[config.mk]
export PLATFORM = sky130hd
export DESIGN_NAME = regfile
export DESIGN_NICKNAME = d
export VERILOG_FILES = /design/src/hdl/core_pkg.sv /design/src/hdl/regfile.sv
export SDC_FILE = /design/constraint.sdc
export NUM_CORES = 2
export LEC_CHECK = 0
export ABC_AREA = 1
export BUFFER_PORTS_ARGS = -buffer_cell sky130_fd_sc_hd__buf_2
export CORE_ASPECT_RATIO = 1.2
export CORE_UTILIZATION = 40
export CTS_CLUSTER_DIAMETER = 80
export DETAILED_ROUTE_END_ITERATION = 8
export PLACE_DENSITY = 0.54
export SLEW_MARGIN = 20
export SYNTH_ARGS = -nofsm -noshare
export SYNTH_HDL_FRONTEND = slang
export SYNTH_SLANG_ARGS = --single-unit
[constraint.sdc]
create_clock -name clk -period 4.5 [get_ports clk]
set_clock_uncertainty 0.15 [all_clocks]
set_input_delay 0.9 -clock clk [delete_from_list [all_inputs] [get_ports clk]]
set_output_delay 0.9 -clock clk [all_outputs]
set_load 0.02 [all_outputs]
[src/hdl/core_pkg.sv]
package core_pkg;

    // ************************************************************************
    // Widths
    // ************************************************************************
    localparam int XLEN    = 32;
    localparam int REG_AW  = 5;
    localparam int IMEM_AW = 8;

    // ************************************************************************
    // RV32I encodings, subset
    // ************************************************************************
    localparam logic [6:0] OPC_LUI    = 7'b0110111;
    localparam logic [6:0] OPC_OP_IMM = 7'b0010011;
    localparam logic [6:0] OPC_OP     = 7'b0110011;

    localparam logic [2:0] F3_ADD = 3'b000;
    localparam logic [2:0] F3_SLL = 3'b001;
    localparam logic [2:0] F3_SLT = 3'b010;
    localparam logic [2:0] F3_XOR = 3'b100;
    localparam logic [2:0] F3_SR  = 3'b101;
    localparam logic [2:0] F3_OR  = 3'b110;
    localparam logic [2:0] F3_AND = 3'b111;

    // SUB, and the arithmetic shifts left out here
    localparam logic [6:0] F7_ALT = 7'b0100000;

    typedef enum logic [3:0] {
        ALU_ADD    = 4'd0,
        ALU_SUB    = 4'd1,
        ALU_AND    = 4'd2,
        ALU_OR     = 4'd3,
        ALU_XOR    = 4'd4,
        ALU_SLL    = 4'd5,
        ALU_SRL    = 4'd6,
        ALU_SLT    = 4'd7,
        ALU_PASS_B = 4'd8,
        ALU_NOP    = 4'd15
    } alu_op_t;

    // Decode to execute
    typedef struct packed {
        logic              valid;
        alu_op_t           alu_op;
        logic              src_imm;
        logic [REG_AW-1:0] rs1;
        logic [REG_AW-1:0] rs2;
        logic [REG_AW-1:0] rd;
        logic [XLEN-1:0]   imm;
        logic              wen;
    } dec_t;

    // Result on its way to the register file
    typedef struct packed {
        logic              wen;
        logic [REG_AW-1:0] rd;
        logic [XLEN-1:0]   data;
    } wb_t;

endpackage

[src/hdl/regfile.sv]
`timescale 1ns/10ps

module regfile (
    input  logic                        clk,
    input  logic                        rst,
    input  logic [core_pkg::REG_AW-1:0] rs1_addr,
    input  logic [core_pkg::REG_AW-1:0] rs2_addr,
    input  core_pkg::wb_t               wb,
    output logic [core_pkg::XLEN-1:0]   rs1_data,
    output logic [core_pkg::XLEN-1:0]   rs2_data,
    output logic [core_pkg::XLEN-1:0]   x1
);
    import core_pkg::*;

    logic [XLEN-1:0] regs [2**REG_AW];
    logic            wr_ok;

    assign wr_ok = wb.wen && (wb.rd != '0);

    always_ff @(posedge clk) begin
        if (rst) begin
            for (int i = 0; i < 2**REG_AW; i++) begin
                regs[i] <= '0;
            end
        end else if (wr_ok) begin
            regs[wb.rd] <= wb.data;
        end
    end

    // Write-through so a read sees this cycle's write
    always_comb begin
        if (rs1_addr == '0) begin
            rs1_data = '0;
        end else if (wr_ok && wb.rd == rs1_addr) begin
            rs1_data = wb.data;
        end else begin
            rs1_data = regs[rs1_addr];
        end
        if (rs2_addr == '0) begin
            rs2_data = '0;
        end else if (wr_ok && wb.rd == rs2_addr) begin
            rs2_data = wb.data;
        end else begin
            rs2_data = regs[rs2_addr];
        end
    end

    assign x1 = regs[1];

endmodule

==> flow_summary.toml <==
[placement]
finalWeightedCongestion = 0.962
detailedPlacementHpwl_mm = 153
buffer_ports.inserted = 145
post_dp_cell_area_sq_mm = 0.0622
post-place-ws_ns = 0.268

[hold_path]
tightest_hold_check_type = "input pin to flip-flop"
min-delay-start = "wb[1]"
worst_hold_end = "regs[23][1]"
hold-path-cell-count = 4

[route]
vias_per_cell = 5.71
dr.pass1.iters = 6
dr.first_iter.drc_count = 6991
wirelength_mm = 244
ant_nets = 0
detailroute.via_count = 53600
post-route-drc-count = 0
wl_per_cell_um = 25.9

[timing]
worst_slew_slack_as_a_fraction_of_its_limit = 0.453
final_hold_viol_count = 0
period_share = 0.958
setup_viol_count_final = 0
worst-slew-pin-transition_ns = 0.814
grt_setup_unrepaired = "false"
timing.final.ws_setup_ns = 0.190
timing_max_transition_violations_final = 0
fmaxAchievable_ghz = 0.232
timing.setup.tns_ns = 0
timing.final.crit_period_ns = 4.31

[finish]
layout-drive-gt1-share = 0.0970
nFillCells = 14000
final_common_cell = "sky130_fd_sc_hd__nand2_1"
synth_to_layout_area_growth_pct = 13.4
mostFrequentLayoutCells = "sky130_fd_sc_hd__nand2_1, sky130_fd_sc_hd__nor2_1, sky130_fd_sc_hd__nand3_1, sky130_fd_sc_hd__edfxtp_1, sky130_fd_sc_hd__inv_1"
nNetsFinal = 7422
combined_area_of_the_multi_input_logic_cells_sq_mm = 0.0226
largest_reg_flops = 1024
design_area_sq_mm = 0.0659
sequential_cell_area_sq_mm = 0.0307
regMostFlops = "regs"
largestRegisters = "regs (1024)"

[critical_path]
crit_fanout = 29
worstSetupEndpointType = "output port"
timing.critical_path.mode_cell = "sky130_fd_sc_hd__buf_4"
worst_path_max_delay_cell = "sky130_fd_sc_hd__a21oi_1"
cp_slowest_stage_delay_ns = 0.53
worstPathRequired_ns = 3.45
crit_path_cell_trace = "buf_8 > buf_12 > buf_4 > nand2_1 > nand4_1 > nor2_1 > nand4_1 > buf_4 > buf_4 > a21oi_1 > buf_2"
timing.critical_path.from_type = "input pin"
crit_arrival_ns = 3.26
timing_worst_setup_path_type = "input pin to output port"

[synth]
count_of_mapped_cells_out_of_synthesis = 7417
synth-warning-count = 0
synth_seq_area_share = 0.529
syn_area_sq_mm = 0.0581
netlist-cell-type-count = 22
postSynthRegisterBits = 1024
postSynthAreaPerCell_sq_um = 7.84

[job]
max-cap-violations = 0

[floorplan]
die_width_um = 350
design.core.area_sq_mm = 0.144
dieArea_sq_mm = 0.147
start_util = 0.405
floorplan.io_pins = 146
die_h_um = 420
num_rows = 152

[power_and_ir_drop]
p_per_area_mw_per_mm2 = 371
peakVddDrop_uv = 306
total_leakage_power_uw = 0.0280

[global_routing]
initial_antenna_violation_count = 5
grt_usage = 0.327
vias_in_the_first_global_route = 49200
global_route_wire_length_before_repair_mm = 347
grt_max_degree = 114
sum_of_overflow_across_all_layers_after_global_routing = 0

[clock_network]
h_tree_depth = 3
cts_root_buf = "sky130_fd_sc_hd__clkbuf_16"
cts_buffers = 114
ctsHoldBuffers = 0
cts.reportedPaths.clkPinSlew_ns = 0.06
cts_num_sinks = 1024
tritoncts = "done"
max-clock-path-buffers = 3
cts.repair.resized = 0
post_cts_setup_buffer_count = 0

[run_status]
run_status = "finished clean"
-- area by class of cell --
| type | instances | area share |
|---|---|---|
| tap | 1925 | 0.0365 |
| antenna | 2 | 0.0000759 |
| multi-input combinational | 5175 | 0.344 |
| sequential | 1024 | 0.467 |
| timing repair buffer | 448 | 0.0626 |
| clock inverter | 71 | 0.0102 |
| clock buffer | 136 | 0.0452 |
| inverter | 609 | 0.0351 |
-- cell families (layout without fill, tap and decap cells) --
group / after synthesis / count (layout) / share of synthesized area
compound gates: 865 / 865 / 0.0832
buf+inv: 1249 / 1264 / 0.0860
simple gates: 4270 / 4270 / 0.301
xor+xnor: 8 / 8 / 0.00121
flops: 1024 / 1024 / 0.529
other cells: 1 / 34 / 0.0000645
-- power by group --
group / switching (uW) / internal [uW] / total (uW) / leakage (uW)
Sequential: 239 / 11000 / 11300 / 0.00975
Clock: 4060 / 5410 / 9470 / 0.00178
Combinational: 2730 / 1020 / 3750 / 0.0165
Total: 7030 / 17500 / 24500 / 0.0280
-- per-layer routing --
| layer | global-route usage | wire length [um] | up-vias |
|---|---|---|---|
| met1 | 0.426 | 94600 | 25800 |
| li1 | - | - | 24200 |
| met3 | 0.0402 | 22200 | 565 |
| met2 | 0.514 | 110000 | 2994 |
| met5 | 0 | 11 | - |
| met4 | 0.211 | 16800 | 2 |
-- Yosys cell counts, drive strengths merged --
library cell	number	area (sq um)
or2	47	294
nor2	1390	5220
o21ai	397	1990
nand3	1039	5200
buf	302	1440
edfxtp	1024	30700
xnor2	5	43.8
a21oi	266	1330
o211ai	202	1520
xor2	3	26.3
conb	1	3.75
clkinv	2	7.51
nor3	8	51.3
nand2	1782	6690
clkbuf	338	1270
nand4	4	25.0
inv	607	2280
-- worst max path at each step --
stage / startpoint / endpoint / slack (ns)
after detailed placement: rs1_addr[0] / rs1_data[29] / 0.27
after global placement: rs1_addr[0] / rs1_data[29] / 0.30
after global routing: rs2_addr[0] / rs2_data[13] / 0.15
after floorplan: wb[36] / rs1_data[21] / 1.05
final: rs1_addr[0] / rs1_data[22] / 0.19
after CTS: rs1_addr[0] / rs1_data[29] / 0.26
-- per-stage QoR --
| step | total power (uW) | hold WS, ns | instances | utilization |
|---|---|---|---|---|
| floorplan | 13500 | 0.989 | 7448 | - |
| finish | 24500 | 0.648 | 9390 | 0.459 |
| global route | 25200 | 0.671 | 9388 | 0.459 |
| detailed placement | 15100 | 1.23 | 9181 | 0.434 |
| CTS | 24500 | 0.618 | 9388 | 0.459 |
| global placement | 15100 | 1.23 | 9181 | 0.434 |
-- worst max-delay path: cells and delay by family --
kind            cells  cell delay, ns
compound gates      1            0.53
buf+inv             6            1.33
simple gates        4            0.46
(Power assumes the default switching activity.)
