**config.mk**
```make
export PLATFORM = sky130hd
export DESIGN_NAME = decode
export DESIGN_NICKNAME = d
export VERILOG_FILES = /design/src/hdl/core_pkg.sv /design/src/hdl/decode.sv
export SDC_FILE = /design/constraint.sdc
export NUM_CORES = 1
export LEC_CHECK = 0
export BUFFER_PORTS_ARGS = -buffer_cell sky130_fd_sc_hd__buf_2
export CORE_MARGIN = 2
export CORE_UTILIZATION = 42
export DETAILED_ROUTE_END_ITERATION = 8
export PLACE_DENSITY = 0.78
export SYNTH_ARGS = -nofsm -noshare
export SYNTH_HDL_FRONTEND = slang
export SYNTH_SLANG_ARGS = --single-unit
```
**constraint.sdc**
```tcl
create_clock -name clk -period 1.7 [get_ports clk]
set_clock_uncertainty 0.05 [all_clocks]
set_input_delay 0.085 -clock clk [delete_from_list [all_inputs] [get_ports clk]]
set_output_delay 0.085 -clock clk [all_outputs]
set_load 0.05 [all_outputs]
```
**src/hdl/core_pkg.sv**
```systemverilog
package core_pkg;

    // ************************************************************************
    // Widths
    // ************************************************************************
    localparam int XLEN    = 32;
    localparam int REG_AW  = 5;
    localparam int IMEM_AW = 8;

    // ************************************************************************
    // RV32I encodings, subset
    // ************************************************************************
    localparam logic [6:0] OPC_LUI    = 7'b0110111;
    localparam logic [6:0] OPC_OP_IMM = 7'b0010011;
    localparam logic [6:0] OPC_OP     = 7'b0110011;

    localparam logic [2:0] F3_ADD = 3'b000;
    localparam logic [2:0] F3_SLL = 3'b001;
    localparam logic [2:0] F3_SLT = 3'b010;
    localparam logic [2:0] F3_XOR = 3'b100;
    localparam logic [2:0] F3_SR  = 3'b101;
    localparam logic [2:0] F3_OR  = 3'b110;
    localparam logic [2:0] F3_AND = 3'b111;

    // SUB, and the arithmetic shifts left out here
    localparam logic [6:0] F7_ALT = 7'b0100000;

    typedef enum logic [3:0] {
        ALU_ADD    = 4'd0,
        ALU_SUB    = 4'd1,
        ALU_AND    = 4'd2,
        ALU_OR     = 4'd3,
        ALU_XOR    = 4'd4,
        ALU_SLL    = 4'd5,
        ALU_SRL    = 4'd6,
        ALU_SLT    = 4'd7,
        ALU_PASS_B = 4'd8,
        ALU_NOP    = 4'd15
    } alu_op_t;

    // Decode to execute
    typedef struct packed {
        logic              valid;
        alu_op_t           alu_op;
        logic              src_imm;
        logic [REG_AW-1:0] rs1;
        logic [REG_AW-1:0] rs2;
        logic [REG_AW-1:0] rd;
        logic [XLEN-1:0]   imm;
        logic              wen;
    } dec_t;

    // Result on its way to the register file
    typedef struct packed {
        logic              wen;
        logic [REG_AW-1:0] rd;
        logic [XLEN-1:0]   data;
    } wb_t;

endpackage

```
**src/hdl/decode.sv**
```systemverilog
`timescale 1ns/10ps

module decode (
    input  logic                        clk,
    input  logic                        rst,
    input  logic [core_pkg::XLEN-1:0]   instr,
    output logic [core_pkg::REG_AW-1:0] rs1_addr,
    output logic [core_pkg::REG_AW-1:0] rs2_addr,
    output core_pkg::dec_t              dec
);
    import core_pkg::*;

    logic [6:0]      opcode;
    logic [2:0]      funct3;
    logic [6:0]      funct7;
    logic            supported;
    logic            src_imm_nxt;
    alu_op_t         op_nxt;
    logic [XLEN-1:0] imm_nxt;
    dec_t            dec_nxt;

    assign opcode = instr[6:0];
    assign funct3 = instr[14:12];
    assign funct7 = instr[31:25];

    // Register file is read during this step
    assign rs1_addr = instr[19:15];
    assign rs2_addr = instr[24:20];

    always_comb begin
        supported   = 1'b0;
        src_imm_nxt = 1'b0;
        op_nxt      = ALU_NOP;
        imm_nxt     = {{(XLEN-12){instr[31]}}, instr[31:20]};
        case (opcode)
            OPC_LUI: begin
                supported   = 1'b1;
                src_imm_nxt = 1'b1;
                op_nxt      = ALU_PASS_B;
                imm_nxt     = {instr[31:12], 12'b0};
            end
            OPC_OP_IMM: begin
                supported   = 1'b1;
                src_imm_nxt = 1'b1;
                case (funct3)
                    F3_ADD:  op_nxt = ALU_ADD;
                    F3_SLT:  op_nxt = ALU_SLT;
                    F3_XOR:  op_nxt = ALU_XOR;
                    F3_OR:   op_nxt = ALU_OR;
                    F3_AND:  op_nxt = ALU_AND;
                    F3_SLL:  op_nxt = ALU_SLL;
                    F3_SR:   op_nxt = ALU_SRL;
                    default: supported = 1'b0;
                endcase
                // Shift immediates carry a funct7, SRAI is not supported
                if ((funct3 == F3_SLL || funct3 == F3_SR) && funct7 != 7'b0) begin
                    supported = 1'b0;
                end
            end
            OPC_OP: begin
                supported = 1'b1;
                if (funct7 == F7_ALT && funct3 == F3_ADD) begin
                    op_nxt = ALU_SUB;
                end else if (funct7 == 7'b0) begin
                    case (funct3)
                        F3_ADD:  op_nxt = ALU_ADD;
                        F3_SLL:  op_nxt = ALU_SLL;
                        F3_SLT:  op_nxt = ALU_SLT;
                        F3_XOR:  op_nxt = ALU_XOR;
                        F3_SR:   op_nxt = ALU_SRL;
                        F3_OR:   op_nxt = ALU_OR;
                        F3_AND:  op_nxt = ALU_AND;
                        default: supported = 1'b0;
                    endcase
                end else begin
                    supported = 1'b0;
                end
            end
            default: supported = 1'b0;
        endcase

        dec_nxt.valid   = supported;
        dec_nxt.alu_op  = supported ? op_nxt : ALU_NOP;
        dec_nxt.src_imm = src_imm_nxt;
        dec_nxt.rs1     = instr[19:15];
        dec_nxt.rs2     = instr[24:20];
        dec_nxt.rd      = instr[11:7];
        dec_nxt.imm     = imm_nxt;
        // x0 destination never writes
        dec_nxt.wen     = supported && (instr[11:7] != '0);
    end

    always_ff @(posedge clk) begin
        dec <= dec_nxt;
        if (rst) begin
            dec.valid <= 1'b0;
            dec.wen   <= 1'b0;
        end
    end

    a_wen_valid: assert property (
        @(posedge clk) disable iff (rst)
        dec.wen |-> dec.valid
    ) else $error("decode: write enable on an invalid slot");

endmodule

```
==> results.json <==
{
  "status": "finished clean",
  "synth.avg_cell_area_um2": 11.8,
  "nature_of_the_critical_path_startpoint": "primary input",
  "critPathArrivalTime_ns": 1.80,
  "antenna_cells_inserted": 0,
  "timing_worst_setup_path_type": "primary input to register",
  "cts_max_path_buffers": 2,
  "top_library_cells_by_usage_in_the_layout_fill_and_taps_aside": "97 x buf_2, 54 x dfxtp_1, 23 x dlygate4sd3_1, 18 x a21o_1, 11 x nor2b_1",
  "max_cap_viol_count": 0,
  "fraction_of_final_layout_cells_with_drive_strength_greater_than_1": 0.455,
  "postSynthCellCount": 141,
  "power.switching_fraction": 0.299,
  "yosys_warnings": 0,
  "async_flop_share": 0,
  "global_route.peak_usage_layer": "met2",
  "maxSlewViolCount": 0,
  "hold_worst_slack_ns": 0.00878,
  "timing.final.crit_share": 0.941,
  "fmax_mhz": 625,
  "synth_nets": 175,
  "cts_inserted_buffers": 5,
  "placed_cells": 274,
  "number_of_global_route_vias_before_repair": 1308,
  "tightest_slew_margin_relative_to_the_limit": 0.527,
  "gr-usage-met1": 0.193,
  "route.detailed.wl_per_inst_um": 13.2,
  "grt_overflow_total": 0,
  "width_of_the_die_um": 66.9,
  "dr.first_iter.drc_count": 50,
  "top_register_by_number_of_flip_flops": "dec",
  "tightest_slew_ns": 0.708,
  "p_per_area_nw_per_um2": 1050,
  "io_pins": 98,
  "layout.nets": 290,
  "hpwlAfterDp_mm": 2.76,
  "worst_setup_path_end_kind": "register",
  "route.final.wire_length_mm": 4.03,
  "mostFrequentLayoutCell": "buf_2",
  "power_mw": 2.58,
  "worst_hold_path_type": "primary input to register",
  "switching_power_mw": 0.771,
  "initial_cell_density_of_the_core": 0.444,
  "clock_power_share": 0.277,
  "via_count": 1415,
  "grt_pass1_wl_mm": 5.97,
  "reg_power_frac": 0.519,
  "port_buffers": 97,
  "flip_flop_count_of_the_largest_register_after_layout": 54,
  "detailedRoute.firstPassIterationCount": 4,
  "path_max_fanout": 9,
  "postCtsSetupBuffers": 0,
  "clock-sinks": 54,
  "root_buffer": "clkbuf_8",
  "fraction_of_the_yosys_area_taken_by_sequential_cells": 0.651,
  "tritoncts": "yes",
  "largestRegisters": "dec (54)",
  "fin_cells": 305,
  "post_cts_resize_count": 0,
  "gr-usage-met3": 0.0507,
  "hold_violations": 0,
  "design.die.area_um2": 4470,
  "setup_violations": 0,
  "postSynth.topFlopCell": "dfxtp_1",
  "detail_route.vias_per_cell": 4.64,
  "total_leakage_power_nw": 1.25,
  "setup_tns_ns": 0,
  "die_height_um": 66.9,
  "edff_count_synth": 0,
  "post_cts_hold_buffer_count": 23,
  "mappedNetlistArea_um2": 1660,
  "combPwrFrac": 0.204,
  "vdd_drop_max_v": 0.000476,
  "row_count": 22,
  "critPathRequiredTime_ns": 1.90,
  "ant_nets": 0,
  "floorplan.core_area_um2": 3740,
  "grt_util_all_layers": 0.184,
  "rsz0062_at_grt": "false",
  "synth.lib_cells_used.distinct": 30,
  "maximum_number_of_pins_on_one_net_before_global_route_repair": 31,
  "path_clk_slew_ns": 0.09,
  "grt_antenna_before_repair": 0,
  "internal_power_mw": 1.81,
  "globalRouteMet2Util": 0.326,
  "fillers": 330,
  "routabilityCongestion": 0.799,
  "area_growth_syn_to_layout_pct": 48.2,
  "ctsHtreeMaxLevel": 2,
  "timing.final.crit_period_ns": 1.60,
  "final_core_util": 0.657,
  "synth-seq-cells": 54,
  "drc": 0
}
power groups by stage:
stage	sequential, mW	combinational (mW)	clock (mW)
2_1_floorplan	1.60	0.126	0
3_3_place_gp	1.37	0.480	0
3_5_place_dp	1.37	0.484	0
4_1_cts	1.34	0.526	0.724
5_1_grt	1.35	0.552	0.777
6_report	1.34	0.525	0.715
layer usage:
metal / wire length (um) / part of all wire
met1: 1590 / 0.39
met2: 2060 / 0.51
met3: 255 / 0.063
met4: 131 / 0.032
met5: 0 / 0
synthesized netlist by cell type, types with 2 or more instances:
cell	count	area, um^2
a21o_1	18	135
a21oi_1	6	30.0
buf_4	10	75.1
clkbuf_1	5	18.8
dfxtp_1	54	1080
inv_1	4	15.0
nand2_1	5	18.8
nor2_1	2	7.51
nor2b_1	11	68.8
nor3_1	3	15.0
o21ai_1	2	10.0
or2_2	2	12.5
or4_1	2	15.0
cells by family after synthesis:
| family | after synthesis | share of synthesized area |
|---|---|---|
| DFF | 54 | 0.651 |
| AOI/OAI and AO/OA | 36 | 0.165 |
| buffers and inverters | 19 | 0.0656 |
| and+or+nand+nor | 32 | 0.118 |
cell type report:
| class | count | area (um^2) | share of cell area |
|---|---|---|---|
| timing repair buffer | 123 | 738 | 0.300 |
| tap | 48 | 60.1 | 0.0244 |
| inverter | 4 | 15.0 | 0.00610 |
| clock buffer | 7 | 86.3 | 0.0351 |
| sequential | 54 | 1080 | 0.439 |
| multi-input combinational | 68 | 475 | 0.193 |
| clock inverter | 1 | 5.00 | 0.00203 |
metrics by stage:
step | setup WS (ns) | area [um^2]
3_5_place_dp | 0.00525 | 2140
4_1_cts | 0.0713 | 2460
5_1_grt | 0.0258 | 2460
3_3_place_gp | 0.0440 | 2140
6_report | 0.0997 | 2460
2_1_floorplan | 0.196 | 1660
path summary, 6_finish.rpt:
check / cells after the start / slack [ns] / startpoint / endpoint
max: 7 / 0.1 / instr[1] / dec[19]
min: 2 / 0.009 / instr[30] / dec[31]
critical path: stages:
cell and delay, ns:
dlygate4sd3_1 0.53, buf_2 0.13, inv_1 0.07, nor3_2 0.05, nor2b_1 0.56, buf_4 0.28
a21o_1 0.09
No activity file was read; power rests on OpenSTA's default activity.
